[config.mk]
export PLATFORM = sky130hd
export DESIGN_NAME = core_ctrl
export DESIGN_NICKNAME = d
export VERILOG_FILES = /design/src/common/rv_isa_pkg.sv /design/src/common/core_types_pkg.sv /design/src/core/core_ctrl.sv
export VERILOG_INCLUDE_DIRS = /design/src /design/src/common
export SDC_FILE = /design/constraint.sdc
export NUM_CORES = 1
export LEC_CHECK = 0
export ABC_AREA = 1
export BUFFER_PORTS_ARGS = -buffer_cell sky130_fd_sc_hd__buf_2
export CORE_AREA = 5 5 132 134
export DETAILED_ROUTE_END_ITERATION = 8
export DIE_AREA = 0 0 137 139
export GPL_ROUTABILITY_DRIVEN = 0
export PLACE_DENSITY = 0.47
export SYNTH_ARGS = -nofsm -noshare
export SYNTH_HDL_FRONTEND = slang
export SYNTH_SLANG_ARGS = --single-unit
[constraint.sdc]
create_clock -name clk -period 2.6 [get_ports clk]
set_clock_uncertainty 0.15 [all_clocks]
set_input_delay 0.52 -clock clk [delete_from_list [all_inputs] [get_ports clk]]
set_output_delay 0.52 -clock clk [all_outputs]
set_load 0.02 [all_outputs]
[src/common/core_settings.svh]
// core width, register file size and reset pc macros
`ifndef CORE_SETTINGS_SVH
`define CORE_SETTINGS_SVH

`define CORE_XLEN      32      // data and address width
`define CORE_REG_NUM   32      // general purpose registers
`define CORE_REG_AW    5       // gpr index width
`define CORE_RESET_PC  32'h0   // first fetch address

`endif
[src/common/rv_isa_pkg.sv]
// rv32i opcode, funct3 and funct7 encodings and the alu operation enum
package rv_isa_pkg;

    // major opcodes, instr[6:0]
    typedef enum logic [6:0] {
        OP     = 7'b0110011,  // r-type alu
        OP_IMM = 7'b0010011,  // i-type alu
        LUI    = 7'b0110111,
        LOAD   = 7'b0000011,
        STORE  = 7'b0100011
    } opcode_e;

    typedef enum logic [3:0] {
        ADD    = 4'd0,
        SUB    = 4'd1,
        AND    = 4'd2,
        OR     = 4'd3,
        XOR    = 4'd4,
        SLT    = 4'd5,  // signed compare
        SLL    = 4'd6,
        SRL    = 4'd7,
        PASS_B = 4'd8   // lui path
    } alu_op_e;

    // funct3 of op / op_imm
    localparam logic [2:0] F3_ADD = 3'b000;  // add, sub, addi
    localparam logic [2:0] F3_SLL = 3'b001;
    localparam logic [2:0] F3_SLT = 3'b010;
    localparam logic [2:0] F3_XOR = 3'b100;
    localparam logic [2:0] F3_SRL = 3'b101;  // srl, sra shares it
    localparam logic [2:0] F3_OR  = 3'b110;
    localparam logic [2:0] F3_AND = 3'b111;

    localparam int F7_SUB_BIT = 30;  // instr bit selecting sub / sra

endpackage

[src/common/core_types_pkg.sv]
// width typedefs and the sequencer state enum of the core
`include "core_settings.svh"

package core_types_pkg;

    typedef logic [`CORE_XLEN-1:0]   word_t;      // data or instruction word
    typedef logic [`CORE_XLEN-1:0]   addr_t;      // byte address
    typedef logic [`CORE_REG_AW-1:0] reg_addr_t;  // gpr index

    // one instruction in flight, so four states are enough
    typedef enum logic [1:0] {
        FETCH    = 2'd0,  // fetch request on the bus
        EXEC     = 2'd1,  // decode, alu, writeback or mem request
        MEM_WAIT = 2'd2,  // waiting on read data, instr or load
        HALT     = 2'd3   // illegal instr seen, parked
    } ctrl_state_e;

endpackage

[src/core/core_ctrl.sv]
// instruction decode, immediate generation and the fetch/exec/mem/retire fsm
`timescale 1ns/10ps

module core_ctrl
    import core_types_pkg::*;
    import rv_isa_pkg::*;
(
    input  logic      clk,
    input  logic      reset_i,
    input  word_t     instr_i,
    input  logic      fetch_rvalid_i,
    input  logic      ls_rvalid_i,
    input  word_t     load_data_i,
    input  word_t     alu_res_i,
    input  word_t     rs1_data_i,
    input  word_t     rs2_data_i,
    input  addr_t     pc_i,
    output logic      fetch_start_o,
    output logic      pc_inc_o,
    output logic      mem_start_o,
    output logic      mem_we_o,
    output addr_t     mem_addr_o,
    output word_t     mem_wdata_o,
    output reg_addr_t rs1_o,
    output reg_addr_t rs2_o,
    output alu_op_e   alu_op_o,
    output word_t     imm_o,
    output logic      use_imm_o,
    output logic      rf_we_o,
    output reg_addr_t rf_waddr_o,
    output word_t     rf_wdata_o,
    output logic      retire_o,
    output logic      halt_o
);

    ctrl_state_e state_q;
    ctrl_state_e state_d;
    opcode_e     opcode;
    logic [2:0]  funct3;
    reg_addr_t   rd;
    logic        is_op;
    logic        is_op_imm;
    logic        is_lui;
    logic        is_load;
    logic        is_store;
    logic        is_legal;
    logic [1:0]  ea_low;      // byte offset of lw/sw address
    logic        misaligned;
    logic        exec_ok;     // legal instr in EXEC
    logic        load_done;   // load data back this cycle

    // funct3 to alu op, sub only meaningful for r-type
    function automatic alu_op_e decode_f3(logic [2:0] f3, logic sub);
        alu_op_e op;
        case (f3)
            F3_ADD:  op = sub ? SUB : ADD;
            F3_SLL:  op = SLL;
            F3_SLT:  op = SLT;
            F3_XOR:  op = XOR;
            F3_SRL:  op = SRL;
            F3_OR:   op = OR;
            F3_AND:  op = AND;
            default: op = ADD;  // sltu not supported
        endcase
        return op;
    endfunction

    // fixed rv32i field positions
    assign opcode = opcode_e'(instr_i[6:0]);
    assign funct3 = instr_i[14:12];
    assign rd     = instr_i[11:7];
    assign rs1_o  = instr_i[19:15];
    assign rs2_o  = instr_i[24:20];

    assign is_op     = (opcode == OP);
    assign is_op_imm = (opcode == OP_IMM);
    assign is_lui    = (opcode == LUI);
    assign is_load   = (opcode == LOAD);
    assign is_store  = (opcode == STORE);
    assign is_legal  = is_op | is_op_imm | is_lui | is_load | is_store;

    // immediates, all sign extended from bit 31
    always_comb begin
        if (is_store) begin
            imm_o = {{20{instr_i[31]}}, instr_i[31:25], instr_i[11:7]};  // s-type
        end else if (is_lui) begin
            imm_o = {instr_i[31:12], 12'b0};  // u-type
        end else begin
            imm_o = {{20{instr_i[31]}}, instr_i[31:20]};  // i-type
        end
    end

    always_comb begin
        if (is_op) begin
            alu_op_o = decode_f3(funct3, instr_i[F7_SUB_BIT]);
        end else if (is_op_imm) begin
            alu_op_o = decode_f3(funct3, 1'b0);
        end else if (is_lui) begin
            alu_op_o = PASS_B;
        end else begin
            alu_op_o = ADD;  // lw/sw address = rs1 + imm
        end
    end

    assign use_imm_o = ~is_op;

    // low two bits carry nothing in, so no need to wait for the adder
    assign ea_low     = rs1_data_i[1:0] + imm_o[1:0];
    assign misaligned = (pc_i[1:0] != 2'b00) | ((is_load | is_store) & (ea_low != 2'b00));

    always_ff @(posedge clk) begin
        if (reset_i) begin
            state_q <= FETCH;
        end else begin
            state_q <= state_d;
        end
    end

    always_comb begin
        state_d = state_q;
        case (state_q)
            FETCH:    state_d = MEM_WAIT;
            MEM_WAIT: begin
                if (fetch_rvalid_i) begin
                    state_d = EXEC;   // instr captured
                end else if (ls_rvalid_i) begin
                    state_d = FETCH;  // load written back
                end
            end
            EXEC: begin
                if (!is_legal || misaligned) begin
                    state_d = HALT;
                end else if (is_load) begin
                    state_d = MEM_WAIT;
                end else begin
                    state_d = FETCH;
                end
            end
            HALT:     state_d = HALT;  // only reset leaves
            default:  state_d = HALT;
        endcase
    end

    assign exec_ok   = (state_q == EXEC) & is_legal & ~misaligned;
    assign load_done = (state_q == MEM_WAIT) & ls_rvalid_i;

    assign fetch_start_o = (state_q == FETCH);
    assign mem_start_o   = exec_ok & (is_load | is_store);
    assign mem_we_o      = is_store;
    assign mem_addr_o    = alu_res_i;
    assign mem_wdata_o   = rs2_data_i;

    // writeback, store reports rd 0
    assign rf_we_o    = (exec_ok & (is_op | is_op_imm | is_lui)) | load_done;
    assign rf_waddr_o = is_store ? '0 : rd;
    assign rf_wdata_o = load_done ? load_data_i : alu_res_i;

    assign retire_o = (exec_ok & ~is_load) | load_done;  // lw retires a cycle later
    assign pc_inc_o = retire_o;
    assign halt_o   = (state_q == HALT);

endmodule

**Word level (Yosys, flattened, before mapping)**

Index checks and enable logic that the tools add are counted.

- Equality and inequality tests: 15
- Multiplexer cells: 15
- Bitwise logic cells: 18
- $add $sub $neg: 1
- Reductions and logical operators: 6

Operators with widths:

| cell | number |
|---|---|
| $mux W31 | 2 |
| $mux W32 | 1 |
| $eq A7 B6 Y1 const B | 3 |
| $pmux W3 S7 | 1 |
| $pmux W3 S6 | 1 |
| $eq A3 B3 Y1 const B | 4 |
| $mux W4 | 3 |
| $mux W2 | 4 |
| $or A1 B1 Y1 | 8 |
| $pmux W2 S4 | 1 |
| $and A1 B1 Y1 | 7 |
| $eq A7 B2 Y1 const B | 1 |
| $eq A7 B5 Y1 const B | 1 |
| $mux W5 | 1 |
| $eq A2 B2 Y1 const B | 2 |
| $reduce_bool A2 Y1 | 2 |
| $eq A3 B1 Y1 const B | 1 |
| $eq A3 B2 Y1 const B | 1 |
| $logic_not A3 Y1 | 1 |
| $ne A3 B3 Y1 const B | 1 |
| $not A1 Y1 | 3 |
| $add A2 B2 Y2 | 1 |
| $eq A2 B1 Y1 const B | 1 |
| $logic_not A2 Y1 | 1 |
| other kinds (3) | 3 |

- Bits in registers: 2

**Logic depth before layout (Yosys ltp)**

Gate-level depths: netlist of the first run.

- Word-level depth: 11
- Depth in mapped cells: 15
- Depth with buffers taken out: 15

**Worst setup path after synthesis of the first run**

OpenSTA, ideal clock, no wires.

- Path type: in2out
- Start: input instr_i[1]
- End: output retire_o
- Path slack: -642 ps
- Arrival: 2572 ps
- Data required time: 1930 ps
- Stages on the path: 15
- Path buffers: 1
- Path through: nand2_2 nor2_4 nand3_4 clkinv_4 o21ai_0 a21oi_1 ha_1 xor2_1 inv_1 nand3_2 nand3_2 nand2_2 nand4_2 nand2_1 buf_4

RTL lines:

| element | line | source |
|---|---|---|
| start: declaration | core_ctrl.sv:10 | `input word_t instr_i,` |
| $eq A7 B6 Y1 | core_ctrl.sv:79 | `assign is_store = (opcode == STORE);` |
| named net mem_we_o | core_ctrl.sv:21 | `output logic mem_we_o,` |
| $mux W31 | core_ctrl.sv:84 | `if (is_store) begin` |
| named net imm_o[0] | core_ctrl.sv:27 | `output word_t imm_o,` |
| $add A2 B2 Y2 | core_ctrl.sv:108 | `assign ea_low = rs1_data_i[1:0] + imm_o[1:0];` |
| $reduce_bool A2 Y1 | core_ctrl.sv:109 | `assign misaligned = (pc_i[1:0] != 2'b00) \| ((is_load \| is_store) & (ea_low != 2'b00));` |
| $and A1 B1 Y1 | core_ctrl.sv:109 |  |
| $or A1 B1 Y1 | core_ctrl.sv:109 |  |
| $not A1 Y1 | core_ctrl.sv:144 | `assign exec_ok = (state_q == EXEC) & is_legal & ~misaligned;` |
| $and A1 B1 Y1 | core_ctrl.sv:144 |  |
| $and A1 B1 Y1 | core_ctrl.sv:158 | `assign retire_o = (exec_ok & ~is_load) \| load_done;` |
| $or A1 B1 Y1 | core_ctrl.sv:158 |  |
| end: declaration | core_ctrl.sv:32 | `output logic retire_o,` |

The timed path passes the listed nets, and every way through them passes these cells.

**Worst setup path after layout of the first run**

- Start: input instr_i[1]
- End: output retire_o

- Cells in the longest elaborated chain, start to end: 11

Ends and longest elaborated chain:

| element | line | source |
|---|---|---|
| $eq A7 B6 Y1 | core_ctrl.sv:77 | `assign is_lui = (opcode == LUI);` |
| $mux W31 | core_ctrl.sv:86 | `end else if (is_lui) begin` |
| $mux W31 | core_ctrl.sv:84 |  |
| $add A2 B2 Y2 | core_ctrl.sv:108 |  |
| $reduce_bool A2 Y1 | core_ctrl.sv:109 |  |
| $and A1 B1 Y1 | core_ctrl.sv:109 |  |
| $or A1 B1 Y1 | core_ctrl.sv:109 |  |
| $not A1 Y1 | core_ctrl.sv:144 |  |
| $and A1 B1 Y1 | core_ctrl.sv:144 |  |
| $and A1 B1 Y1 (*) | core_ctrl.sv:158 |  |
| $or A1 B1 Y1 (*) | core_ctrl.sv:158 |  |

Every way passes the cells marked *; elsewhere a longest branch is shown, timed or not.

==> impl.org, run 1 <==
** Outcome
- Status :: complete, but fails checks
- Violated checks :: negative setup slack

** Worst hold path
- The min-delay analysis places its worst path in the category input port to flip-flop.
- Worst Min Path Start :: reset_i
- The worst hold path terminates at state_q[1]$_SDFFE_PP0P_.
- The worst hold path passes through 4 cells.

** Final layout
- The finished layout holds 657 standard cells, fillers aside.
- The number of antenna diodes in the final layout is 0.
- Largest register by flop count :: state_q
- The sequential cells in the finished layout cover a total of 40.04 µm².
- In the final layout, the share of cells above drive strength 1 is 0.7391.
- The layout has approximately 1800 filler cells.
- Total area of multi-input combinational cells :: between 900 and 1000 µm²
- The largest registers in the layout are state_q: 2 flops.
- At the end of the flow the core is filled with cells to 0.1850.
- The register with the most flip-flops in the layout has 2 of them.
- In the final design database the tool counted roughly 640 nets.
- Synthesis-to-finish area growth :: 77.37%

** Yosys
- Top cell types by occurrence after synthesis :: sky130_fd_sc_hd__buf_4 (76), sky130_fd_sc_hd__nand2_1 (40), sky130_fd_sc_hd__mux2_2 (32)
- A synthesized cell averages between 6 and 7 µm².
- Among all flip-flop cells after synthesis, the most frequent one is sky130_fd_sc_hd__dfxtp_1.
- Summed over all instances, the cell type with the most area after synthesis is sky130_fd_sc_hd__buf_4.
- Of the post-synthesis cell area, the dominant cell type holds 0.3383.
- Synthesis produced a netlist whose cell count is roughly 260.
- FF+latch count, synth :: 2
- Among all cell types in the netlist, the one instantiated most often is sky130_fd_sc_hd__buf_4.
- Synth Cell Area :: around 1700 µm²
- Register area share after synthesis :: 0.02374
- For this run, the number of Yosys warnings is 0.
- After synthesis, the cell types taking the most area are sky130_fd_sc_hd__buf_4 (34%), sky130_fd_sc_hd__mux2_2 (21%), sky130_fd_sc_hd__nand2_1 (8.9%), sky130_fd_sc_hd__inv_1 (6.2%), sky130_fd_sc_hd__nor2_1 (4.5%).
- Net count after synthesis :: roughly 460
- Post-synth cell types :: 29
- After synthesis, the share of flip-flops with an asynchronous set or reset is 0.
- Number of flops mapped to enable cells by yosys :: 0

** Power and ir drop
- VDD IR max :: 0.0001493 V
- The design draws 0.0008051 W.
- In this run the power density over the cells is roughly 270 nW/µm².
- Leak Pwr :: ~1.7 nW

** Worst setup path
- Startpoint of the worst-slack reg-to-reg timing path :: state_q[0]$_SDFFE_PP0P_
- The worst setup path is launched from an input port.
- Endpoint arrival time on the critical path :: about 2.1 ns
- Destination of the worst register-to-register timing path :: state_q[1]$_SDFFE_PP0P_
- Across all register-to-register paths, the minimum setup slack is 1.15 ns.
- Along the worst path, the maximum fanout reaches 4.
- The worst setup path is of the input port to output port kind.
- Worst Setup End Kind :: output port
- At the worst endpoint, the required time is around 1.9 ns.
- Worst reg-to-reg path cell count :: 7

** STA
- Part of the cycle the worst path needs :: 1.065
- Max-slew violation count :: 0
- Maximum clock frequency :: roughly 360 MHz
- Time the worst path needs with I/O delays and setup :: about 2.8 ns
- Pin slew with the least headroom to its limit :: about 0.33 ns
- Slew headroom :: 0.7801
- RSZ-0062 raised after global routing :: yes
- Post-route setup slack :: -0.1685 ns
- Final hold violations :: 0
- Final number of setup-violating endpoints :: 4

** Route
- First drt pass iteration count :: 4
- Post-DR vias/cell :: 3.306
- Total wire length after detailed routing :: between 7 and 8 mm
- After detailed routing, the number of remaining DRC violations is 0.
- Via count :: between 2000 and 2500
- After the first detailed-routing iteration, the DRC count stood at 18.
- Average wire length per cell after detail routing :: roughly 11 µm
- The detail route stage leaves a number of antenna-violating nets equal to 0.

** Run
- Max-cap violations in this run came to 0.

** Floorplanning
- Chip Height :: around 140 µm
- Starting density of the core :: 0.1043
- Width of the chip :: roughly 140 µm
- The die covers about 19000 µm².
- The floorplan has 47 rows.
- Ports placed on the boundary :: 351
- The core region is 16170 µm².

** Placed design
- Post-DP HPWL :: between 6 and 7 mm
- Port Buffers :: 226
- Once placement completed, the tool counted placed cells totaling around 640.

** Clock network
- Num CTS Buffers :: 3
- The cell sitting at the root of the clock tree is a sky130_fd_sc_hd__clkbuf_16.
- Maximum buffer depth of the clock tree :: 2
- The clock drives 2 sinks.
- TritonCTS built the clock tree.
- Clock slew at the register clock pins of the worst setup and hold paths :: 0.03 ns
- The clock reaches the later pin of the worst-skew pair after about 0.22 ns.
- CTS built an H-tree with a depth of 1.
- Buffers inserted to repair hold after CTS numbered 0.

** Global routing
- For this run the aggregate overflow at the end of global routing stands at 0.
- Pin count of the biggest net entering global routing :: 33
- The number of global-route vias before repair came to between 2000 and 2500.
- Across every metal layer, demand over resource in global routing totals 0.06306.
- The initial antenna violation count was 0.
- Wire length of the first global-routing pass :: 9.839 mm
[worst max-delay path by stage]
stage	from	end	slack [ns]	cells past startpoint
4_1_cts	instr_i[0]	retire_o	-0.21	16
5_1_grt	instr_i[0]	rf_we_o	-0.31	16
6_report	instr_i[1]	retire_o	-0.17	16
3_3_place_gp	instr_i[0]	pc_inc_o	-0.43	16
3_5_place_dp	instr_i[0]	retire_o	-0.42	16
2_1_floorplan	instr_i[1]	retire_o	-0.28	15
[per-stage QoR]
step	hold WS, ns	instance area (µm²)	TNS (ns)	setup WS, ns
floorplan	0.4271	1755	-0.7734	-0.2840
global route	0.4359	2992	-1.177	-0.3058
finish	0.4096	2992	-0.6427	-0.1685
detailed placement	0.4829	2751	-1.597	-0.4158
global placement	0.4778	2751	-1.652	-0.4282
CTS	0.4033	2960	-0.8189	-0.2127
[layout by cell type (no fill, tap or decap), drive strengths merged]
cell,Yosys,layout
a21oi,3,3
buf,81,259
clkbuf,2,3
clkinv,1,1
dfxtp,2,2
ha,1,1
inv,31,31
mux2,32,32
nand2,45,45
nand3,11,11
nand4,4,4
nor2,26,26
nor3,2,2
o21ai,14,14
o311ai,1,1
or2,1,1
xor2,1,1
[cells by family (layout without fill, tap and decap cells)]
logic type	after synthesis	in the layout	synth area share
muxes	32	32	0.2137
AOI/OAI and AO/OA	18	18	0.05564
xor gates and xnor gates	1	1	0.005194
and+or+nand+nor	89	89	0.2604
adders and majority gates	1	1	0.007417
DFF	2	2	0.02374
buffers and inverters	115	294	0.4340
[area by class of cell]
cell class / count / area share
Timing Repair Buffer: 259 / 0.4927
Multi-Input combinational cell: 141 / 0.3317
Tap cell: 220 / 0.09201
Inverter: 32 / 0.04517
Clock buffer: 3 / 0.02509
Sequential cell: 2 / 0.01338
[repair_timing]
item	in CTS	in global routing
setup buffers	7	3
gates resized for setup	22	3
endpoints found under the hold margin	0	0
endpoints found under the setup margin	4	9
pin swaps	10	7
[layer usage]
metal / wire length [µm] / vias to the layer above / GRT usage / share of wire
met5: 0 / - / 0 / 0
met3: 945 / 13 / 0.009797 / 0.13
li1: - / 1097 / - / -
met2: 3768 / 148 / 0.1317 / 0.52
met1: 2477 / 914 / 0.06281 / 0.34
met4: 89 / 0 / 0.01366 / 0.012
[power by group]
group	internal [W]	switching [W]
sequential	0.0000334	0.00000247
clock	0.000196	0.0000340
combinational	0.000234	0.000306
total	0.000462	0.000343
[critical path, stage by stage]
cell and delay (ns):
sky130_fd_sc_hd__buf_8 0.08, sky130_fd_sc_hd__nand2_8 0.05, sky130_fd_sc_hd__nor2_4 0.11, sky130_fd_sc_hd__nand3_4 0.12
sky130_fd_sc_hd__clkinv_8 0.08, sky130_fd_sc_hd__o21ai_4 0.05, sky130_fd_sc_hd__a21oi_4 0.11, sky130_fd_sc_hd__ha_2 0.18
sky130_fd_sc_hd__xor2_1 0.16, sky130_fd_sc_hd__inv_1 0.07, sky130_fd_sc_hd__nand3_2 0.08, sky130_fd_sc_hd__nand3_4 0.08
sky130_fd_sc_hd__nand2_4 0.10, sky130_fd_sc_hd__nand4_4 0.09, sky130_fd_sc_hd__nand2_4 0.10, sky130_fd_sc_hd__buf_6 0.12
(Power assumes the default switching activity.)
==> inputs of run 2 (changes only) <==
MAX_ROUTING_LAYER = met4   (was unset)
SKIP_LAST_GASP = 1   (was unset)
==> run 2 against run 1 <==
Against the previous run: the flow still finishes with violations (negative setup slack); sequential power about the same; routed wire length barely moved; first-iteration DRC count is 5.6% lower; total power is essentially flat; die area unchanged; hold slack unchanged; via count hardly changed.
==> impl.org, run 2 (synthesis results as in run 1) <==
** Clock network
- Clock-pin slew was measured on the worst setup and hold paths at around 0.03 ns.
- Clock tree synthesis inserted a total of 3 buffers.
- TritonCTS clock tree :: done
- In this run the number of H-tree levels came out at 1.
- The root buffer cell chosen for the clock tree is sky130_fd_sc_hd__clkbuf_16.
- Clock latency on the worst-skew pair :: around 0.22 ns
- Hold-fix buffers, CTS :: 0
- Counting every sink on the clock net gives 2.
- The clock passes through at most 2 buffers.

** Global routing
- Most heavily used metal layer in global routing :: met2
- For met3 alone, demand over resource in global routing was 0.007983.
- Entering global routing, the biggest net connects 33 pins.
- Across every metal layer, demand over resource in global routing totals 0.06488.
- The number of global-route vias before repair came to a little over 2000.
- Grt ovf :: 0
- Global Route met1 Usage :: 0.06391
- Initial antenna violation count :: 0
- The first global-routing pass estimated between 9 and 10 mm of wire.
- Met2 track utilization from global routing :: 0.1317

** Route
- The routed design has between 7 and 8 mm of wire.
- Drc violations :: 0
- Iter 0 DRT Violations :: 17
- First drt pass iteration count :: 4
- Post-DR vias/cell :: between 3 and 4
- Via count :: around 2200
- Average wire length per cell after detail routing :: around 11 µm
- Count of antenna-violating nets left after detailed routing :: 0

** STA
- For the pin with the worst max-slew slack, the measured transition is roughly 0.33 ns.
- Hold is met by slightly above 0.4 ns.
- Post-route setup slack :: -0.1686 ns
- Part of the cycle the worst path needs :: 1.065
- Max-slew violation count :: 0
- Final hold violations :: 0
- Setup repair after global routing could not meet its margin everywhere.
- Maximum clock frequency :: 361.2 MHz
- For the finished layout, the period the worst path requires is between 2 and 3 ns.
- Slew headroom :: 0.7801
- Setup violations remaining at the end of the flow were counted as 4.
- Accumulated negative setup slack :: -0.6427 ns

** Outcome
- Violated checks :: negative setup slack
- The flow ran to the end, but the final reports show violations.

** Final layout
- The register with the most flip-flops in the layout has 2 of them.
- The library cell used most frequently in the layout, excluding fill and tap cells, is sky130_fd_sc_hd__buf_2.
- Ratio of cells with drive above 1 in the final layout :: 0.7391
- Largest register by flop count :: state_q
- Compared with the post-synthesis result, the final layout area differs by 77.37%.
- Number of inserted filler cells in the final layout :: approximately 1800
- The repair_antennas step left the layout with diodes totalling 0.
- In the layout the commonest cells are sky130_fd_sc_hd__buf_2 (216), sky130_fd_sc_hd__nand2_1 (38), sky130_fd_sc_hd__mux2_2 (32), sky130_fd_sc_hd__buf_4 (31), sky130_fd_sc_hd__inv_1 (26).
- For this run, the post-layout net count is 636.
- The largest registers in the layout are state_q: 2 flops.
- Once layout is complete, the utilization of the core stands at 0.1850.

** Floorplanning
- Starting density of the core :: 0.1043
- The die is roughly 140 µm tall.
- Ports placed on the boundary :: approximately 350
- Overall die area :: about 19000 µm²
- The total area inside the core boundary comes to between 15000 and 20000 µm².
- Count of standard-cell rows :: 47
- Width of the chip :: 137 µm

** Worst setup path
- By startpoint and endpoint, the worst setup path is classified as input port to output port.
- At the worst endpoint, the required time is around 1.9 ns.
- Worst Setup End Kind :: output port
- Crit Path Max Fanout :: 4
- Traced cell by cell, the critical path runs through buf_8 > nand2_8 > nor2_4 > nand3_4 > clkinv_8 > o21ai_4 > a21oi_4 > ha_2 > xor2_1 > inv_1 > nand3_2 > nand3_4 > nand2_4 > nand4_4 > nand2_4 > buf_6.
- Cell with the biggest individual delay on the critical path :: sky130_fd_sc_hd__ha_2
- STA puts the critical path data arrival time at between 2 and 2.5 ns.
- The worst setup path is launched from an input port.
- For this run, the slowest stage of the critical path takes about 0.18 ns.
- Delay-heaviest family, CP :: simple AND/OR/NAND/NOR gates
- The number of buffers and inverters on the critical path is 4.

** Worst hold path
- Path type of the worst min-delay path :: input port to flip-flop

** Power and ir drop
- VDD IR max :: approximately 0.00015 V
- Power spread over the standard cell area amounts to roughly 270 nW/µm².
- Leak Pwr :: roughly 1.7 nW

** Run
- Number of violations of the max-capacitance limit :: 0

** Placed design
- Post-DP HPWL :: roughly 6.5 mm
- The count of buffers added on input and output ports is 226.
-- run 2: cell counts in the layout (fill, tap and decap cells not counted) --
Identical to the previous run, type by type.
-- run 2: cell type report --
cell class,instances,area (µm²),share of cell area
inverters,32,135.1,0.04517
flip-flops and latches,2,40.04,0.01338
repair buffers,259,1474,0.4927
well taps,220,275.3,0.09201
multi-input cells,141,992.2,0.3317
clock buffers,3,75.07,0.02509
-- run 2: per-layer routing --
metal  part of all wire  routed length, µm
met3               0.12                895
met5                  0                  0
met4              0.012                 89
met1               0.35               2518
met2               0.52               3782
-- run 2: final timing paths --
check	startpoint	endpoint	slack, ns	cells after the start
hold / removal	reset_i	state_q[1]$_SDFFE_PP0P_	0.41	4
setup / recovery	instr_i[1]	retire_o	-0.17	16
hold reg to reg	state_q[0]$_SDFFE_PP0P_	state_q[0]$_SDFFE_PP0P_	0.48	4
setup reg to reg	state_q[0]$_SDFFE_PP0P_	state_q[1]$_SDFFE_PP0P_	1.15	7
-- run 2: report_power, final --
| group | internal, W | switching, W | leakage [nW] |
|---|---|---|---|
| Clock | 0.000196 | 0.0000340 | 0.0370 |
| Combinational | 0.000234 | 0.000306 | 1.66 |
| Sequential | 0.0000334 | 0.00000247 | 0.0166 |
-- run 2: repair_timing --
action / 4_1_cts / 5_1_grt
buffers inserted: 7 / 3
pin swaps: 10 / 7
endpoints found under the setup margin: 4 / 9
gates resized for setup: 22 / 3
-- run 2: worst min-delay path: stages --
cell,delay (ns)
sky130_fd_sc_hd__buf_2,0.09
sky130_fd_sc_hd__a21oi_1,0.04
sky130_fd_sc_hd__nand2_1,0.05
sky130_fd_sc_hd__inv_1,0.03
-- run 2: per-stage QoR --
stage	area (µm²)	instances	power, W	worst slack (ns)
final	2992	657	0.0008051	-0.1686
after CTS	2960	654	0.0008131	-0.2127
after global placement	2751	644	0.0005594	-0.4282
after global routing	2992	657	0.0008516	-0.3058
after detailed placement	2751	644	0.0005580	-0.4158
after floorplan	1755	258	0.0004419	-0.2840
