[src/common/core_settings.svh]
// core width, register file size and reset pc macros
`ifndef CORE_SETTINGS_SVH
`define CORE_SETTINGS_SVH

`define CORE_XLEN      32      // data and address width
`define CORE_REG_NUM   32      // general purpose registers
`define CORE_REG_AW    5       // gpr index width
`define CORE_RESET_PC  32'h0   // first fetch address

`endif
[src/common/core_types_pkg.sv]
// width typedefs and the sequencer state enum of the core
`include "core_settings.svh"

package core_types_pkg;

    typedef logic [`CORE_XLEN-1:0]   word_t;      // data or instruction word
    typedef logic [`CORE_XLEN-1:0]   addr_t;      // byte address
    typedef logic [`CORE_REG_AW-1:0] reg_addr_t;  // gpr index

    // one instruction in flight, so four states are enough
    typedef enum logic [1:0] {
        FETCH    = 2'd0,  // fetch request on the bus
        EXEC     = 2'd1,  // decode, alu, writeback or mem request
        MEM_WAIT = 2'd2,  // waiting on read data, instr or load
        HALT     = 2'd3   // illegal instr seen, parked
    } ctrl_state_e;

endpackage

[src/core/fetch_unit.sv]
// program counter, fetch request and instruction register
`timescale 1ns/10ps
`include "core_settings.svh"

module fetch_unit
    import core_types_pkg::*;
(
    input  logic  clk,
    input  logic  reset_i,
    input  logic  start_i,   // fetch pulse from ctrl
    input  logic  pc_inc_i,  // retire, step to next instr
    input  logic  rvalid_i,  // instr word on rdata_i
    input  word_t rdata_i,
    output logic  req_o,
    output addr_t addr_o,
    output addr_t pc_o,
    output word_t instr_o
);

    addr_t pc_q;
    word_t instr_q;  // held until the next fetch returns

    always_ff @(posedge clk) begin
        if (reset_i) begin
            pc_q <= `CORE_RESET_PC;
        end else if (pc_inc_i) begin
            pc_q <= pc_q + addr_t'(4);  // no branches, always sequential
        end
    end

    always_ff @(posedge clk) begin
        if (rvalid_i) begin
            instr_q <= rdata_i;
        end
    end

    assign req_o   = start_i;  // request in the same cycle
    assign addr_o  = pc_q;
    assign pc_o    = pc_q;
    assign instr_o = instr_q;

endmodule

[config.mk]
export PLATFORM = sky130hd
export DESIGN_NAME = fetch_unit
export DESIGN_NICKNAME = d
export VERILOG_FILES = /design/src/common/core_types_pkg.sv /design/src/core/fetch_unit.sv
export VERILOG_INCLUDE_DIRS = /design/src /design/src/common
export SDC_FILE = /design/constraint.sdc
export NUM_CORES = 1
export LEC_CHECK = 0
export ABC_AREA = 1
export BUFFER_PORTS_ARGS = -buffer_cell sky130_fd_sc_hd__buf_2
export CORE_MARGIN = 2
export CORE_UTILIZATION = 47
export DETAILED_ROUTE_END_ITERATION = 16
export PLACE_DENSITY = 0.8
export SYNTH_ARGS = -nofsm -noshare
export SYNTH_HDL_FRONTEND = slang
export SYNTH_SLANG_ARGS = --single-unit
[constraint.sdc]
create_clock -name clk -period 1.7 [get_ports clk]
set_clock_uncertainty 0.05 [all_clocks]
set_input_delay 0.255 -clock clk [delete_from_list [all_inputs] [get_ports clk]]
set_output_delay 0.255 -clock clk [all_outputs]
set_load 0.01 [all_outputs]
### Word level (Yosys, flattened, before mapping)

Cells that the tools add are included.

* bits in registers: 64
* input port bits: 37
* logic and storage cells: 3

* add/sub/neg operators: 1

Operators by type and width (number)
* 32-bit by 3-bit adder with 32-bit output (second input constant): 1

### Longest topological paths before layout

Gate-level depths: netlist of run 1.

* depth after elaboration: 1
* mapped depth: 9
* mapped depth without buffers: 9

### Worst setup path after synthesis of run 1

Ideal clock, no wire load.

* path type: register -> register
* from: reg pc_q[2], in the netlist addr_o[2]
* to: reg pc_q[24], in the netlist addr_o[24]
* library setup time: 0.110 ns
* arrival: 1.325 ns
* required time: 1.540 ns
* slack: 0.215 ns
* stages on the path, launching flop included: 9
* buffers on the path: 0
* clock period less this slack: 1.485 ns
* path through: dfxtp_1 ha_1 inv_1 nor2_1 nand3_2 nor2_2 nand3_1 nand2_1 nor2_1

* longest elaborated chain between the ends: 1

RTL lines
* from (decl): RTL line fetch_unit.sv:20 `addr_t pc_q;`
* from (signal assigned): RTL line fetch_unit.sv:25 `` pc_q <= `CORE_RESET_PC; ``
* from (signal assigned): RTL line fetch_unit.sv:27 `pc_q <= pc_q + addr_t'(4);`
* 32-bit by 3-bit adder with 32-bit output: RTL line fetch_unit.sv:27

Every way passes these cells.
A chain may end at the register's enable or synchronous reset.

### Worst setup path after layout of run 1

Ends and elaborated chain as after synthesis.

==> results of run 1 <==
-- worst max path at each step --
| stage | from | depth (start not counted) | end | slack, ns |
|---|---|---|---|---|
| 5_1_grt | addr_o[2] | 9 | addr_o[30] | 0.004 |
| 4_1_cts | addr_o[2] | 8 | addr_o[24] | 0.18 |
| 2_1_floorplan | addr_o[2] | 8 | addr_o[24] | 0.22 |
| 3_5_place_dp | addr_o[2] | 8 | addr_o[24] | 0.21 |
| 3_3_place_gp | addr_o[2] | 8 | addr_o[26] | 0.25 |
| 6_report | addr_o[2] | 8 | addr_o[24] | 0.18 |
-- registers in the layout, indices dropped and copies added (netlist names) --
register,flops
addr_o,30
instr_o,32
-- power breakdown --
group	switching (uW)	internal, uW	total [uW]
clock network	569	674	1240
logic	126	90.8	216
registers	18.7	1640	1660
total	713	2410	3120
-- per-stage QoR --
step | hold WS, ns | power (uW)
after floorplan | 0.277 | 1790
after global placement | 0.382 | 1910
after detailed placement | 0.384 | 1920
after CTS | 0.0225 | 3160
after global routing | 0.0173 | 3250
final | 0.0422 | 3120
-- cell usage in the layout, fill, tap and decap left out, types with 2 or more instances in the layout --
| master | n |
|---|---|
| sky130_fd_sc_hd__nand3_1 | 29 |
| sky130_fd_sc_hd__o21ai_0 | 7 |
| sky130_fd_sc_hd__nor2_1 | 61 |
| sky130_fd_sc_hd__inv_1 | 39 |
| sky130_fd_sc_hd__dfxtp_1 | 30 |
| sky130_fd_sc_hd__a21oi_1 | 8 |
| sky130_fd_sc_hd__inv_2 | 4 |
| sky130_fd_sc_hd__buf_4 | 5 |
| sky130_fd_sc_hd__conb_1 | 4 |
| sky130_fd_sc_hd__edfxtp_1 | 32 |
| sky130_fd_sc_hd__nand4_1 | 8 |
| sky130_fd_sc_hd__clkbuf_8 | 9 |
| sky130_fd_sc_hd__clkinvlp_4 | 2 |
| sky130_fd_sc_hd__nor2_4 | 7 |
| sky130_fd_sc_hd__nor3_1 | 8 |
| sky130_fd_sc_hd__nand2_1 | 65 |
| sky130_fd_sc_hd__nor2_2 | 4 |
| sky130_fd_sc_hd__buf_2 | 127 |
| sky130_fd_sc_hd__nand2_2 | 7 |
| sky130_fd_sc_hd__clkinv_2 | 2 |
-- worst register-to-register path: stages (launching register included) --
cell,delay [ns]
sky130_fd_sc_hd__dfxtp_1,0.35
sky130_fd_sc_hd__ha_1,0.24
sky130_fd_sc_hd__inv_1,0.08
sky130_fd_sc_hd__nor2_1,0.21
sky130_fd_sc_hd__nand3_2,0.14
sky130_fd_sc_hd__nor2_2,0.16
sky130_fd_sc_hd__nand3_1,0.08
sky130_fd_sc_hd__nand2_1,0.06
sky130_fd_sc_hd__nor2_1,0.03
-- area by class of cell --
type,count,area (um2),area share [%]
multi-input cells,214,1000,27.2
inverters,43,161,4.38
clock buffers,10,128,3.46
flip-flops and latches,62,1560,42.3
repair buffers,132,673,18.3
clock inverters,6,63.8,1.73
well taps,77,96.3,2.61
-- layer usage --
| layer | wire length (um) | global-route usage [%] |
|---|---|---|
| met2 | 3310 | 34.0 |
| met5 | 0 | 0 |
| met3 | 617 | 6.63 |
| met4 | 54 | 7.04 |
| met1 | 2980 | 24.9 |
-- cells by family after synthesis --
| logic type | after synthesis | share of synthesized area [%] |
|---|---|---|
| xor+xnor | 2 | 0.585 |
| simple gates | 191 | 29.2 |
| fa+ha+maj | 1 | 0.418 |
| flops | 62 | 52.1 |
| other cells | 1 | 0.125 |
| buf+inv | 81 | 14.7 |
| compound gates | 16 | 2.76 |
==> impl.org, run 1 <==
** Synth
- Post-synth ARST share :: 0%
- Mapped Avg Cell Area :: approximately 8.5 um2
- Summing the sequential cell areas from Yosys gives a little over half of the chip area.
- Area share of the leading cell type in the synthesized netlist :: roughly a third
- Count of flip-flops with a built-in enable after synthesis :: 32
- During synthesis, Yosys emitted a total of 0 warnings.
- Main flop type after synthesis :: sky130_fd_sc_hd__edfxtp_1
- Ranked by total cell area, the synthesized netlist is headed by sky130_fd_sc_hd__edfxtp_1 32%, sky130_fd_sc_hd__dfxtp_1 20%, sky130_fd_sc_hd__buf_4 9.0%, sky130_fd_sc_hd__nand2_1 8.1%, sky130_fd_sc_hd__nor2_1 7.6%.
- The synthesized design contains 62 register bits.
- The number of different library cells used by synthesis comes to 23.
- Combined area of all synthesized cells :: 3000 um2
- Number of instances in the synthesized netlist :: 354
- Most common cell in the synthesized netlist :: sky130_fd_sc_hd__nand2_1
- The largest total area in the synthesized netlist belongs to sky130_fd_sc_hd__edfxtp_1.
- Top cells by count, synth :: 65 x sky130_fd_sc_hd__nand2_1, 61 x sky130_fd_sc_hd__nor2_1, 39 x sky130_fd_sc_hd__inv_1, 36 x sky130_fd_sc_hd__buf_4, 32 x sky130_fd_sc_hd__edfxtp_1

** Critical path
- Number of buffers and inverters on the critical path :: 1
- Crit path max fanout :: 5
- Measured in cells, the most critical reg-to-reg path has a length of 8.
- Critical Path Sink Type :: flop
- Data on the critical path arrives at its endpoint at 1.71 ns.
- Among the stages of the critical path, the cell type that occurs most often is sky130_fd_sc_hd__nor2_1.
- For this design, the slowest cell found on the critical path is sky130_fd_sc_hd__dfxtp_1.
- The worst setup path is launched from a flop.
- Crit path max-delay family :: simple AND/OR/NAND/NOR gates
- The critical path goes through ha_1 -> inv_1 -> nor2_1 -> nand3_2 -> nor2_2 -> nand3_1 -> nand2_1 -> nor2_1.
- Setup slack on the worst reg-to-reg path comes out at 0.18 ns.
- Critical path's largest stage delay :: 0.35 ns
- For the worst setup path, the data required time is around 1.9 ns.
- Beginning of the worst register-to-register path :: addr_o[2]
- Critical path class :: flop to flop
- Reg-to-reg endpoint :: addr_o[24]

** Power
- Cell leakage power :: between 0.0015 and 0.002 uW
- Power density over cell area :: 847 nW/um2
- VDD IR-drop max :: roughly 440 uV

** Placed design
- Instance area after placement :: 3500 um2
- After detailed placement, the design holds a cell count of 528.
- Detailed placement finished with a half-perimeter wire length of ~5.3 mm.
- I/O Buffers :: 127
- Gpl congestion :: 0.898
- Timing analysis after detailed placement gives a worst setup slack of 0.215 ns.

** Detailed routing
- The final route contains 2634 vias.
- The first routing iteration left slightly below 80 violations.
- The final layout contains routed wiring with a total length of 6.97 mm.
- Antenna-violating nets left :: 0
- First-pass DRT Iterations :: 4
- Average wire per standard cell :: 12.8 um
- Number of design rule violations left after detail routing :: 0
- Using the TritonRoute via totals, the vias-per-cell ratio works out to 4.84.

** Floorplan
- In this run the standard cell core region covers approximately 6200 um2.
- The initial utilization of the core area, before any placement, comes to about 48%.
- In this run the vertical extent of the chip is 83.8 um.
- Horizontal extent of the die :: 83.8 um
- The initialized floorplan defines 29 standard-cell rows.
- The die covers 7030 um2.
- Count of boundary I/O pins :: 134

** CTS
- In this run the post-CTS setup repair buffer count came out at 0.
- Post-CTS clock slew at the launch and capture registers of the worst setup and hold paths :: roughly 0.070 ns
- Number of sinks handled by clock tree synthesis :: 62
- Clock tree buffer depth :: 2
- TritonCTS built the clock tree.
- Post-CTS repair changed the size of 0 cells.
- CTS Buf Count :: 9
- The H-tree was split into 3 levels.
- Post-CTS Hold Buffers :: 0
- Source-to-sink clock delay at the later pin of the worst-skew pair :: ~0.34 ns
- The cell sitting at the root of the clock tree is a sky130_fd_sc_hd__clkbuf_8.

** STA
- Static timing analysis puts the maximum clock frequency at 0.657 GHz.
- Setup ws final :: 0.178 ns
- Relative max-transition margin :: 55.5%
- Setup repair after global routing missed its margin :: no
- The final hold violation count came to 0.
- Number of setup violations in the final report :: 0
- The max-slew violation count is 0.
- For the pin with the worst max-slew slack, the measured transition is roughly 0.67 ns.
- Summed negative setup slack over all endpoints :: 0 ns
- Crit path time final :: ~1.5 ns
- Of the available clock period, the critical path in the final layout requires approximately nine tenths.

** GRT
- Wire length of the first global-routing pass :: 11.5 mm
- Largest net degree at the start of global routing :: 33
- The number of antenna violations at the first check in global routing was 0.
- For this run the aggregate overflow at the end of global routing stands at 0.
- Via count of the first global-routing pass :: about 2500
- GRT Total Usage :: between 20% and 30%

** Layout
- Final core occ :: 59.1%
- Number of fill cells :: 562
- 0 antenna diodes ended up in the layout.
- Relative to the synthesized area, the layout overhead comes to 23.1%.
- Fraction of final layout cells with drive strength greater than 1 :: a little over a third
- Excluding fillers, the count of instances in the completed layout stands at 544.
- Number of nets in the finished design :: 500
- Post-route standard cell area excluding fillers :: about 3700 um2

** Worst hold path
- Worst hold path startpoint :: rdata_i[29]
- The path class of the tightest hold or removal check is input port to flop.
- The worst hold path terminates at instr_o[29].
- Along the worst hold path, the cell count comes to 1.

** Run
- Max-capacitance violation count :: 0

** Outcome
- The flow ran to the end, and the final reports show no timing, DRC or antenna violations.
(Power assumes the default switching activity.)
==> run 2: changes to the inputs <==
--- a/config.mk
+++ b/config.mk
@@ -6,12 +6,11 @@
 export SDC_FILE = /design/constraint.sdc
 export NUM_CORES = 1
 export LEC_CHECK = 0
-export ABC_AREA = 1
 export BUFFER_PORTS_ARGS = -buffer_cell sky130_fd_sc_hd__buf_2
 export CORE_MARGIN = 2
-export CORE_UTILIZATION = 47
+export CORE_UTILIZATION = 45
 export DETAILED_ROUTE_END_ITERATION = 16
-export PLACE_DENSITY = 0.8
+export PLACE_DENSITY = 0.79
 export SYNTH_ARGS = -nofsm -noshare
 export SYNTH_HDL_FRONTEND = slang
 export SYNTH_SLANG_ARGS = --single-unit
==> impl.org, run 2 <==
** Synth
- The synthesis warning total came to 0 (unchanged).
- Combined area of all synthesized cells :: 2690 um2 (-10%)
- Area share of the leading cell type in the synthesized netlist :: 35.8% (+3.7 points)
- Top cells by count, synth :: 35 x sky130_fd_sc_hd__buf_4, 32 x sky130_fd_sc_hd__edfxtp_1, 30 x sky130_fd_sc_hd__dfxtp_1, 18 x sky130_fd_sc_hd__nor2_1, 13 x sky130_fd_sc_hd__a21oi_1
- The post-synthesis cell type count came to 32 (+39%).
- The number of synthesized flops with an enable pin is 32 (unchanged).
- In the synthesized netlist the dominant register cell turns out to be sky130_fd_sc_hd__edfxtp_1.
- Most common cell in the synthesized netlist :: sky130_fd_sc_hd__buf_4
- The sequential fraction of the synthesis area is 58.1% (+6.0 points).
- Dominant cells by area after synthesis :: sky130_fd_sc_hd__edfxtp_1 36%, sky130_fd_sc_hd__dfxtp_1 22%, sky130_fd_sc_hd__buf_4 9.8%, sky130_fd_sc_hd__xnor2_1 3.3%, sky130_fd_sc_hd__nor2_1 2.5%
- Mapped Avg Cell Area :: 11.3 um2 (+33%)
- Library cell occupying the most area in the post-synthesis netlist :: sky130_fd_sc_hd__edfxtp_1
- The flip-flop and latch count after synthesis is 62 (unchanged).
- The proportion of synthesized flip-flops having asynchronous set or reset is 0% (unchanged).
- The cell count after synthesis is 238 (-33%).

** CTS
- Post-CTS clock slew at the launch and capture registers of the worst setup and hold paths :: 0.07 ns (about the same)
- The clock tree buffer depth was 2 (unchanged).
- The total clock sinks is 62 (unchanged).
- The number of hold buffers added after CTS was 0 (unchanged).
- Root Buffer :: sky130_fd_sc_hd__clkbuf_8
- The number of buffers created by CTS is 9 (unchanged).
- Source-to-sink clock delay at the later pin of the worst-skew pair :: 0.33 ns (about the same)
- TritonCTS built the clock tree.
- CTS H-tree depth :: 3 (unchanged)

** STA
- Crit path time final :: 1.92 ns (+0.396 ns)
- The post-layout worst setup margin was -0.219 ns (-0.396 ns).
- Setup repair after global routing missed its margin :: yes
- The post-route worst hold slack was 0.0493 ns (+0.00709 ns).
- Number of setup violations in the final report :: 12 (+12)
- The max-slew violation count was 0 (unchanged).
- The portion of the clock cycle consumed by the worst path in the final layout came to 113% (+23 points).
- The highest clock frequency the design can meet was 0.521 GHz (-21%).
- Number of failing hold endpoints at the final stage :: 0 (unchanged)

** Detailed routing
- Total via count in the routed design :: 2335 (-11%)
- Drt via density :: 5.02 (+3.7%)
- Drt first-iter violations :: 68 (-12%)
- The sum of routed wire length over all layers came to 6.72 mm (-3.5%).
- The number of optimization iterations in the first detailed-route pass was 4 (unchanged).
- The remaining number of nets flagged by the antenna check after routing was 0 (unchanged).
- The post-route DRC violation count was 0 (unchanged).
- The mean routed wirelength per cell came to 14.5 um (+13%).

** Critical path
- The data arrival time of the critical path came to 2.13 ns (+0.42 ns).
- Slowest cell on the critical path :: sky130_fd_sc_hd__or4_4
- Traced cell by cell, the critical path runs through nand4_1 -> or4_4 -> buf_6 -> or4_4 -> a21oi_2.
- Crit path max-delay family :: simple AND/OR/NAND/NOR gates
- Number of buffers and inverters on the critical path :: 1 (unchanged)
- By startpoint and endpoint, the worst setup path is classified as flop to flop.
- Register-to-register setup slack :: -0.22 ns (-0.40 ns)
- The most numerous cell type found on the critical path is sky130_fd_sc_hd__or4_4.
- Critical Path Sink Type :: flop
- The maximum fanout encountered on the critical timing path came to 8 (+3).
- The data required time of the critical path is 1.92 ns (+0.04 ns).
- The worst setup path is launched from a flop.
- Critical path's largest stage delay :: 0.61 ns (+0.26 ns)

** Layout
- Antenna diode count :: 0 (unchanged)
- Most frequent standard cell in the layout excluding fill and tap cells :: sky130_fd_sc_hd__buf_2
- Relative to the synthesized area, the layout overhead comes to 45.9%.
- The filler-free cell count of the finished design came to 465 (-15%).
- Number of fill cells :: 441 (-22%)
- Final core occ :: 67.0% (+8.0 points)
- The layout cell share with drive strength beyond 1 is 61.8% (+25 points).
- Max reg flops :: 32 (unchanged)
- Most used cells in the layout excluding fill and tap cells :: 127 x sky130_fd_sc_hd__buf_2, 49 x sky130_fd_sc_hd__buf_4, 32 x sky130_fd_sc_hd__edfxtp_1, 18 x sky130_fd_sc_hd__nor2_1, 16 x sky130_fd_sc_hd__dfxtp_4
- The final net count was 423 (-15%).

** Power
- The switching share of total power was 20.9% (-1.9 points).
- The share of total power in sequential cells was 51.2% (-2.1 points).
- Comb power frac :: 6.8% (about the same)
- Relative contribution of the clock network to total power :: 42.0% (+2.2 points)
- The maximum ir drop on the vdd rail is 419 uV (-5.4%).
- The cell internal power dissipation is 2530 uW (+5.0%).
- Power density over cell area :: 816 nW/um2 (-3.7%)
- Net switching power of the design :: 669 uW (-6.1%)
- Total power consumption of the routed design :: 3200 uW (+2.5%)
- The leakage power total is 0.00175 uW (+3.1%).

** Floorplan
- The die outline width is 81.3 um (-3.0%).
- Initial core utilization :: 45.9% (-2.1 points)
- Height of the die :: 81.3 um (-3.0%)
- Die Area :: 6610 um2 (-6.0%)
- Number of placement rows :: 28 (-3.4%)
- Count of boundary I/O pins :: 134 (unchanged)
- Placeable Area :: 5850 um2 (-6.3%)

** GRT
- GRT Total Usage :: 20.0% (-0.46 points)
- The global-route wire length before repair is 9.85 mm (-14%).
- Antenna violations before repair :: 0 (unchanged)
- Largest net degree at the start of global routing :: 33 (unchanged)
- Via count of the first global-routing pass :: 2131 (-15%)
- The leftover overflow at the end of global routing is 0 (unchanged).

** Placed design
- The final RePlAce weighted congestion came to 0.766 (-15%).
- The post-DP HPWL came to 4.82 mm (-9.6%).
- The cell total after placement is 443 (-16%).
- I/O Buffers :: 127 (unchanged)

** Worst hold path
- Class of the most critical hold timing path :: input port to flop

** Run
- The max-capacitance violation count is 0 (unchanged).

** Outcome
- Outcome :: complete, but fails checks
- The checks that failed: setup timing.
[run 2: cell types whose count changed in the layout (fill, tap and decap cells not counted), moves of 6 or more]
cell	change
sky130_fd_sc_hd__nand2_1	-58
sky130_fd_sc_hd__buf_4	+44
sky130_fd_sc_hd__nor2_1	-43
sky130_fd_sc_hd__inv_1	-32
sky130_fd_sc_hd__dfxtp_1	-23
sky130_fd_sc_hd__nand3_1	-21
sky130_fd_sc_hd__dfxtp_4	+16
sky130_fd_sc_hd__xnor2_1	+9
sky130_fd_sc_hd__dfxtp_2	+7
sky130_fd_sc_hd__nor2_4	-7
sky130_fd_sc_hd__nand2_2	-6
sky130_fd_sc_hd__nor4_1	+6
sky130_fd_sc_hd__o21ai_0	-6
[run 2: area by class of cell]
type | instances | area [um2] | area share [%]
multi-input cells | 127 | 941 | 24.0
repair buffers | 178 | 1030 | 26.2
clock buffers | 11 | 131 | 3.35
inverters | 7 | 26.3 | 0.670
flip-flops and latches | 62 | 1630 | 41.6
well taps | 75 | 93.8 | 2.39
clock inverters | 5 | 73.8 | 1.88
[run 2: cells by family after synthesis]
kind of cell	after synthesis	share of synthesized area (%)
compound gates	26	6.05
xor+xnor	12	3.91
fa+ha+maj	1	0.465
buf+inv	52	12.2
flops	62	58.1
mux	5	2.05
other cells	1	0.140
simple gates	79	17.0
[run 2: worst register-to-register path: stages (launching register included)]
cell                      delay (ns)
sky130_fd_sc_hd__dfxtp_4        0.35
sky130_fd_sc_hd__nand4_1        0.13
sky130_fd_sc_hd__or4_4          0.61
sky130_fd_sc_hd__buf_6          0.17
sky130_fd_sc_hd__or4_4          0.42
sky130_fd_sc_hd__a21oi_2        0.13
[run 2: per-layer routing]
layer	global-route usage (%)	wire length (um)
met3	6.22	594
met5	0	0
met1	23.9	2810
met4	8.64	96
met2	33.0	3220
[run 2: power groups by stage]
| stage | sequential, uW | clock, uW | combinational, uW |
|---|---|---|---|
| global placement | 1670 | 0 | 212 |
| finish | 1640 | 1340 | 219 |
| detailed placement | 1670 | 0 | 218 |
| CTS | 1640 | 1380 | 219 |
| global route | 1640 | 1450 | 239 |
| floorplan | 1710 | 0 | 50.0 |
[run 2: worst paths after layout]
kind	depth (start not counted)	end	startpoint
max	5	addr_o[20]	addr_o[6]
min	1	instr_o[5]	rdata_i[5]
max reg2reg	5	addr_o[20]	addr_o[6]
min reg2reg	2	addr_o[30]	addr_o[30]
[run 2: per-stage QoR]
stage / setup TNS, ns / cell area, um2 / setup slack [ns]
6_report: -1.84 / 3920 / -0.219
5_1_grt: -2.61 / 3920 / -0.291
4_1_cts: -1.66 / 3850 / -0.207
3_5_place_dp: -1.41 / 3550 / -0.207
3_3_place_gp: -1.06 / 3550 / -0.170
2_1_floorplan: -0.987 / 2800 / -0.144
[run 2: repair_timing]
action	in CTS	in global routing
pin swaps	2	8
setup buffers	6	2
gates resized for setup	14	14
setup endpoints to repair	12	17
==> run 3: changes to the inputs <==
--- a/config.mk
+++ b/config.mk
@@ -7,10 +7,12 @@
 export NUM_CORES = 1
 export LEC_CHECK = 0
 export BUFFER_PORTS_ARGS = -buffer_cell sky130_fd_sc_hd__buf_2
+export CELL_PAD_IN_SITES_DETAIL_PLACEMENT = 1
+export CELL_PAD_IN_SITES_GLOBAL_PLACEMENT = 2
 export CORE_MARGIN = 2
-export CORE_UTILIZATION = 45
+export CORE_UTILIZATION = 27
 export DETAILED_ROUTE_END_ITERATION = 16
-export PLACE_DENSITY = 0.79
+export PLACE_DENSITY_LB_ADDON = 0.1
 export SYNTH_ARGS = -nofsm -noshare
 export SYNTH_HDL_FRONTEND = slang
 export SYNTH_SLANG_ARGS = --single-unit
==> impl.org, run 3 (same netlist as run 2, synthesis figures left out) <==
** Placed design
- The number of port buffers is 127 (unchanged).
- Instance area after placement :: 3640 um2 (+2.5%)
- HPWL after detailed placement :: 6.06 mm (+26%)
- The cell total after placement was 503 (+14%).
- Gpl congestion :: 0.728 (-5.0%)

** Power
- VDD IR-drop max :: 308 uV (-27%)
- Cell leakage power :: 0.00179 uW (+2.1%)
- Power density over cell area :: 786 nW/um2 (-3.6%)

** CTS
- Number of sinks handled by clock tree synthesis :: 62 (unchanged)
- The number of buffers created by CTS is 9 (unchanged).
- Root Buffer :: sky130_fd_sc_hd__clkbuf_8
- Source-to-sink clock delay at the later pin of the worst-skew pair :: 0.34 ns (about the same)
- CTS H-tree depth :: 3 (unchanged)
- Clock tree buffer depth :: 2 (unchanged)
- Post-CTS clock slew at the launch and capture registers of the worst setup and hold paths :: 0.08 ns (about the same)
- TritonCTS built the clock tree.

** Worst hold path
- In this run the worst hold path is classified as input port to flop.

** Critical path
- The data arrival time of the critical path was 2.13 ns (about the same).
- Walking the worst path, the cells encountered are nand4_1 -> or4_4 -> or4_4 -> a21oi_2.
- Data required time at the worst endpoint :: 1.93 ns (about the same)
- Slowest cell on the critical path :: sky130_fd_sc_hd__or4_4
- The worst setup path is launched from a flop.
- The critical path in this run is classified as flop to flop.
- Register-to-register setup slack :: -0.20 ns (+0.02 ns)
- Crit path max fanout :: 7 (-1)
- Counting stages on the worst path, the most repeated cell is sky130_fd_sc_hd__or4_4.
- Critical path's largest stage delay :: 0.62 ns (about the same)
- Critical Path Sink Type :: flop

** Floorplan
- Die Area :: 10800 um2 (+63%)
- The initial core utilization is 27.6% (-18 points).
- Height of the die :: 104 um (+28%)
- The I/O pin count came to 134 (unchanged).
- Horizontal extent of the die :: 104 um (+28%)
- Placeable Area :: 9730 um2 (+66%)
- The number of cell rows came to 36 (+29%).

** STA
- Number of failing hold endpoints at the final stage :: 0 (unchanged)
- The post-layout worst setup margin came to -0.199 ns (+0.0194 ns).
- The highest clock frequency the design can meet is 0.526 GHz (+1.0%).
- The portion of the clock cycle consumed by the worst path in the final layout was 112% (-1.1 points).
- The max-slew violation count came to 0 (unchanged).
- Number of setup violations in the final report :: 11 (-1)
- The minimum clock period after layout came to 1.90 ns (-0.0194 ns).
- Setup repair after global routing missed its margin :: yes

** GRT
- GRT Total Usage :: 15.5% (-4.5 points)
- The pin count of the biggest net entering global routing was 33 (unchanged).
- The leftover overflow at the end of global routing came to 0 (unchanged).
- The number of antenna violations at the first check in global routing was 0 (unchanged).
- Via count of the first global-routing pass :: 2358 (+11%)
- Wire length of the first global-routing pass :: 13.1 mm (+33%)

** Detailed routing
- Average wire per standard cell :: 16.1 um (+11%)
- First-pass DRT Iterations :: 4 (unchanged)
- The remaining number of nets flagged by the antenna check after routing was 0 (unchanged).
- The via count normalized by instance count came to 4.52 (-10%).
- The initial DRC count came to 73 (+7.4%).
- The via count is 2389 (+2.3%).
- The post-route DRC violation count was 0 (unchanged).
- Post-Route WL :: 8.49 mm (+26%)

** Layout
- The library cell used most frequently in the layout, excluding fill and tap cells, is sky130_fd_sc_hd__buf_2.
- From synthesis to final layout, the design area changed by 49.8%.
- Post-route standard cell area excluding fillers :: 4030 um2 (+2.6%)
- The flip-flop count of the largest register, all copies and words added was 32 (unchanged).
- Number of nets in the finished design :: 429 (+1.4%)
- In the layout the commonest cells are 127 x sky130_fd_sc_hd__buf_2, 54 x sky130_fd_sc_hd__buf_4, 32 x sky130_fd_sc_hd__edfxtp_1, 18 x sky130_fd_sc_hd__nor2_1, 16 x sky130_fd_sc_hd__dfxtp_4.
- Number of fill cells :: 1142 (+160%)
- Antenna diode count :: 0 (unchanged)
- Fraction of final layout cells with drive strength greater than 1 :: 62.4% (+0.58 points)
- Post-route non-filler standard cell count :: 529 (+14%)

** Outcome
- The run finished, with violations left.
- Violations in the final reports :: setup timing

** Run
- The max-capacitance violation count is 0 (unchanged).
run 3: per-layer routing:
layer / up-vias / wire length [um] / global-route usage, % / share of wire [%]
met5: - / 0 / 0 / 0
met1: 1147 / 3800 / 19.5 / 45
met3: 9 / 582 / 4.03 / 6.9
met2: 95 / 4030 / 25.6 / 47
li1: 1138 / - / - / -
met4: 0 / 78 / 5.69 / 0.92
run 3: final cells by class:
cell class / instances / area (um2) / share of cell area, %
timing repair buffer: 183 / 1060 / 26.4
inverter: 7 / 26.3 / 0.653
sequential: 62 / 1630 / 40.5
tap: 133 / 166 / 4.13
clock inverter: 7 / 73.8 / 1.83
multi-input combinational: 128 / 941 / 23.4
clock buffer: 9 / 124 / 3.08
run 3: final timing paths:
path,startpoint,endpoint,depth (start not counted)
max,addr_o[13],addr_o[30],4
min,rdata_i[3],instr_o[3],1
max reg2reg,addr_o[13],addr_o[30],4
min reg2reg,addr_o[30],addr_o[30],2
run 3: critical path: cells and delay by family (launching register included):
family	cells	cell delay (ns)
flops	1	0.35
simple gates	3	1.31
compound gates	1	0.13
run 3: power breakdown:
part	switching (uW)	internal [uW]	leakage (uW)
Combinational	130	95.6	0.00113
Clock	627	678	0.0000879
Sequential	16.0	1620	0.000572
run 3: stage by stage:
| stage | setup TNS (ns) | hold WS, ns | setup slack [ns] | power (uW) | util, % |
|---|---|---|---|---|---|
| floorplan | -0.987 | 0.304 | -0.144 | 1760 | - |
| global placement | -1.25 | 0.382 | -0.191 | 1890 | 37.4 |
| detailed placement | -1.31 | 0.384 | -0.210 | 1900 | 37.4 |
| CTS | -1.49 | 0.0208 | -0.186 | 3210 | 40.7 |
| global route | -2.28 | 0.0151 | -0.245 | 3300 | 41.4 |
| finish | -1.62 | 0.0357 | -0.199 | 3170 | 41.4 |
run 3: timing repair:
action,4_1_cts,5_1_grt
hold endpoints to repair,0,0
setup endpoints to repair,14,15
gates cloned,0,1
setup buffers,8,2
pin swaps,2,8
resized for setup,11,14
hold buffers,0,0
